==> config.mk <==
export PLATFORM = sky130hd
export DESIGN_NAME = rv_writeback
export DESIGN_NICKNAME = d
export VERILOG_FILES = /design/src/common/rv_isa_pkg.sv /design/src/common/rv_pipe_pkg.sv /design/src/hw/rv_writeback.sv
export SDC_FILE = /design/constraint.sdc
export NUM_CORES = 2
export LEC_CHECK = 0
export ABC_AREA = 1
export BUFFER_PORTS_ARGS = -buffer_cell sky130_fd_sc_hd__buf_2
export CORE_AREA = 2 2 423 425
export DETAILED_ROUTE_END_ITERATION = 12
export DIE_AREA = 0 0 425 427
export HOLD_SLACK_MARGIN = 0.03
export PLACE_DENSITY = 0.56
export SYNTH_ARGS = -nofsm -noshare
export SYNTH_HDL_FRONTEND = slang
export SYNTH_SLANG_ARGS = --single-unit
==> constraint.sdc <==
create_clock -name clk -period 7.5 [get_ports clk]
set_input_delay 2.25 -clock clk [delete_from_list [all_inputs] [get_ports clk]]
set_output_delay 2.25 -clock clk [all_outputs]
set_load 0.005 [all_outputs]
==> src/common/rv_isa_pkg.sv <==
package rv_isa_pkg;

    // Widths with a meaning of their own
    typedef logic [31:0] word_t;
    typedef logic [31:0] instr_t;
    typedef logic [4:0]  reg_addr_t;
    typedef logic [2:0]  funct3_t;
    typedef logic [2:0]  res_src_t;

    // Load and store access size codes
    localparam funct3_t f3_byte   = 3'd0;
    localparam funct3_t f3_half   = 3'd1;
    localparam funct3_t f3_word   = 3'd2;
    localparam funct3_t f3_byte_u = 3'd4;
    localparam funct3_t f3_half_u = 3'd5;

    // Writeback result sources
    localparam res_src_t res_alu       = 3'd0;
    localparam res_src_t res_dmem      = 3'd1;
    localparam res_src_t res_pc_plus4  = 3'd2;
    localparam res_src_t res_jb_target = 3'd3;
    localparam res_src_t res_csr       = 3'd4;
    localparam res_src_t res_m         = 3'd5;

    // ADDI x0, x0, 0
    localparam instr_t instr_nop = 32'h0000_0013;

endpackage

==> src/common/rv_pipe_pkg.sv <==
package rv_pipe_pkg;

    // One instruction leaving execute
    typedef struct packed {
        logic                   reg_write;
        logic                   mem_read;
        logic                   mem_write;
        rv_isa_pkg::res_src_t   res_src;
        rv_isa_pkg::funct3_t    funct3;
        rv_isa_pkg::instr_t     instr;
        rv_isa_pkg::reg_addr_t  rd;
        rv_isa_pkg::word_t      alu_result;
        rv_isa_pkg::word_t      store_data;
        rv_isa_pkg::word_t      pc_plus4;
        rv_isa_pkg::word_t      jb_target;
        rv_isa_pkg::word_t      csr_rdata;
        rv_isa_pkg::word_t      m_result;
    } exmem_t;

    // One instruction leaving the memory stage
    typedef struct packed {
        logic                   reg_write;
        rv_isa_pkg::res_src_t   res_src;
        rv_isa_pkg::funct3_t    funct3;
        rv_isa_pkg::instr_t     instr;
        rv_isa_pkg::reg_addr_t  rd;
        rv_isa_pkg::word_t      alu_result;
        rv_isa_pkg::word_t      dmem_rdata_ext;
        rv_isa_pkg::word_t      pc_plus4;
        rv_isa_pkg::word_t      jb_target;
        rv_isa_pkg::word_t      csr_rdata;
        rv_isa_pkg::word_t      m_result;
    } memwb_t;

endpackage

==> src/hw/rv_writeback.sv <==
`timescale 1ns/1ns

module rv_writeback (
    input  logic                  clk,
    input  logic                  rst_n,
    input  rv_pipe_pkg::memwb_t   mem_wb_q,
    input  rv_isa_pkg::reg_addr_t rs1_addr,
    input  rv_isa_pkg::reg_addr_t rs2_addr,
    output rv_isa_pkg::word_t     rs1_data,
    output rv_isa_pkg::word_t     rs2_data
);

    rv_isa_pkg::word_t regs [32];
    rv_isa_pkg::word_t result;
    logic              wr_en;

    // Result source select
    always_comb begin
        case (mem_wb_q.res_src)
            rv_isa_pkg::res_alu:       result = mem_wb_q.alu_result;
            rv_isa_pkg::res_dmem:      result = mem_wb_q.dmem_rdata_ext;
            rv_isa_pkg::res_pc_plus4:  result = mem_wb_q.pc_plus4;
            rv_isa_pkg::res_jb_target: result = mem_wb_q.jb_target;
            rv_isa_pkg::res_csr:       result = mem_wb_q.csr_rdata;
            rv_isa_pkg::res_m:         result = mem_wb_q.m_result;
            default:                   result = mem_wb_q.alu_result;
        endcase
    end

    // x0 is hardwired
    assign wr_en = mem_wb_q.reg_write && (mem_wb_q.rd != '0);

    always_ff @(posedge clk) begin
        if (!rst_n) begin
            for (int i = 0; i < 32; i++) begin
                regs[i] <= '0;
            end
        end else if (wr_en) begin
            regs[mem_wb_q.rd] <= result;
        end
    end

    // Decode read ports
    assign rs1_data = (rs1_addr == '0) ? '0 : regs[rs1_addr];
    assign rs2_data = (rs2_addr == '0) ? '0 : regs[rs2_addr];

endmodule

==> out/metrics.sh <==
OUTCOME='completed'
FIN_SETUP_TNS_NS=0
NUM_VIAS=57400
REPORT.FINAL.SLEW_VIOL_COUNT=0
DP_HPWL_UM=144000
FINALWEIGHTEDCONGESTION=0.924
WL_UM=240000
DRTPASS1ITERATIONS=6
CLOCK_TREE_FROM_TRITONCTS='yes'
LAYOUT_COMMONEST_CELL='nand2_1'
POWER.DENSITY_CELL_AREA_mW_PER_MM2=210
SHARE_COMB_OF_TOTAL_POWER_PCT=16.0
SWITCHING_SHARE_PCT=29.5
HOLD_CLASS='primary input to flop'
CRITICAL_PATH.MAX_FANOUT=95
CLK_ROOT_BUFFER_CELL='clkbuf_16'
HOLD_VIOL=0
LAYOUT.NETS=8763
STD_CELL_ROWS=155
AREA_DELTA_SYNTH_FINAL_PCT=13.0
SYNTHESIS_WARNINGS=0
DRC=0
CLOCK-SINKS=1024
CP-END-KIND='output pin'
RESIDUAL_OVERFLOW_FROM_GLOBAL_ROUTING=0
CLK_PATH_BUF_DEPTH=3
WHS_PATH_DEPTH=3
WIRE_LENGTH_OF_THE_FIRST_GLOBAL_ROUTING_PASS_UM=352000
LARGEST_REGISTERS='regs x1024'
POST_CTS_HOLD_BUFFER_COUNT=0
LAYOUT_WORST_PATH_CYCLE_SHARE_PCT=92.9
P_TOTAL_mW=14.6
GRTUSAGETOTAL_PCT=25.9
SYNTH_AREA_PER_CELL_UM2=7.23
CTS_INSERTED_BUFFERS=111
WORST_SETUP_HOLD_PATH_CLK_SLEW_NS=0.06
SYNTH.FF_LATCH_COUNT=1024
DISTINCT_CELL_TYPE_COUNT_OF_THE_SYNTHESIZED_NETLIST=18
VDD.IR_DROP.WORST_V=0.000173
CTS_RESIZED=0
MIN_PERIOD_NS=6.97
NUMBER_OF_GLOBAL_ROUTE_VIAS_BEFORE_REPAIR=54500
GRT_SETUP_UNREPAIRED='no'
COMMONEST_CELLS_AFTER_ROUTING_FILL_AND_TAPS_ASIDE='nand2_1 (3533), nand3_1 (1462), inv_1 (1117)'
LARGEST_REG_FLOPS=1024
DATA_ARRIVAL_CRITICAL_PATH_NS=4.72
DIE_WIDTH_UM=425
DRIVE_GT1_SHARE_PCT=8.71
SYNTH-SEQ-AREA-SHARE_PCT=49.8
ANTENNA_FOUND_INITIAL=1
TIMING.MAX_CAP.VIOLATIONS=0
P_SEQ_SHARE_PCT=46.3
AVGVIACOUNTPERCELL=5.24
CORE-AREA_MM2=0.177
FLOORPLAN.DIE_AREA_MM2=0.181
PLACE.DETAILED.INSTANCES=10800
DIE-HEIGHT_UM=427
CRITICAL_PATH_REQUIRED_NS=5.25
LEAK_nW=35.7
MAXIMUM_LEVEL_OF_THE_CTS_H_TREE=3
MAXIMUM_NUMBER_OF_PINS_ON_ONE_NET_BEFORE_GLOBAL_ROUTE_REPAIR=129
DRT_FIRST_ITER_VIOLATIONS=6686
FINAL_CELLS=11000
IO_PINS=312
INTERNAL-POWER_mW=10.3
BUFFER_PORTS.INSERTED=276
CTS_POST_SETUP_BUFFERS_INSERTED=0
LARGEST_REGISTER='regs'
SETUP_VIOL=0
POSTSYNTHCELLCOUNT=8539
NET_SWITCHING_POWER_mW=4.32
PWR-SHARE-CLK_PCT=37.7
MAX-SLEW-MARGIN-REL_PCT=13.7
SETUP.WORST_PATH.CLASS='primary input to output pin'
MAXCLOCKFREQUENCY_MHz=143
NETLIST_AREA_MM2=0.0617
TIGHTEST_PIN_TRANSITION_NS=1.29
CRIT_PATH_START_KIND='primary input'
POSTROUTEANTENNANETS=0
AVERAGE_WIRE_PER_STANDARD_CELL_UM=21.9
NUM-FILL-CELLS=18000
INITIAL_CORE_UTIL_PCT=34.8
==> final timing paths <==
path / start / end
max: rs2_addr[0] / rs2_data[28]
min: mem_wb_q[192] / regs[3][17]
==> synthesized netlist by cell type (all sizes together) <==
cell       n  share of area (%)
edfxtp  1024                 50
nor2     303                1.9
nor3      10              0.081
nand4     32               0.32
clkinv     1             0.0061
o21ai    221                1.8
inv     1128                6.9
clkbuf   293                1.8
conb       1             0.0061
nand3   1476                 12
buf      377                2.9
a21oi    139                1.1
nand2   3534                 21
==> area by class of cell <==
type | instances | area [um2] | area share, %
sequential | 1024 | 30700 | 44.1
multi-input combinational | 5747 | 24500 | 35.2
inverter | 1129 | 4280 | 6.14
timing repair buffer | 502 | 3710 | 5.32
tap | 2355 | 2950 | 4.23
clock buffer | 131 | 2900 | 4.15
clock inverter | 76 | 621 | 0.890
antenna | 1 | 2.50 | 0.00359
==> stage by stage <==
step	utilization (%)	hold slack, ns	cell area [um2]	setup slack (ns)
after floorplan	-	2.59	61900	1.80
after global placement	37.4	3.05	66200	0.701
after detailed placement	37.4	3.06	66200	0.680
after CTS	39.3	2.26	69700	0.670
after global routing	39.3	2.33	69700	0.515
final	39.3	2.30	69700	0.529
==> per-layer routing <==
layer  up-vias  track usage [%]  routed length [um]
li1      26900                -                   -
met1     26800             31.9               90200
met2      3086             43.7              114000
met3       662             3.69               22000
met4         0             14.1               13900
met5         -                0                   0
==> power groups by stage <==
stage | combinational, mW | sequential, mW | clock (mW)
after floorplan | 1.32 | 6.86 | 0
after global placement | 2.29 | 6.87 | 0
after detailed placement | 2.30 | 6.88 | 0
after CTS | 2.31 | 6.77 | 5.56
after global routing | 2.52 | 6.81 | 5.77
final | 2.34 | 6.77 | 5.52
==> cell families (layout without fill, tap and decap cells) <==
| group | after synthesis | count (layout) | share of synthesized area (%) |
|---|---|---|---|
| buffers and inverters | 1799 | 1838 | 11.5 |
| and+or+nand+nor | 5355 | 5355 | 35.7 |
| AOI/OAI and AO/OA | 360 | 360 | 2.92 |
| other | 1 | 33 | 0.00607 |
| DFF | 1024 | 1024 | 49.8 |
==> worst max-delay path, stage by stage <==
cell     delay [ns]
buf_8          0.18
inv_8          0.40
buf_12         0.41
nand2_1        0.11
nand3_1        0.10
nand3_1        0.10
nand2_1        0.17
nand2_1        0.08
nand3_1        0.10
nand2_1        0.13
nor2_1         0.27
buf_2          0.18
No activity file was read; power rests on OpenSTA's default activity.
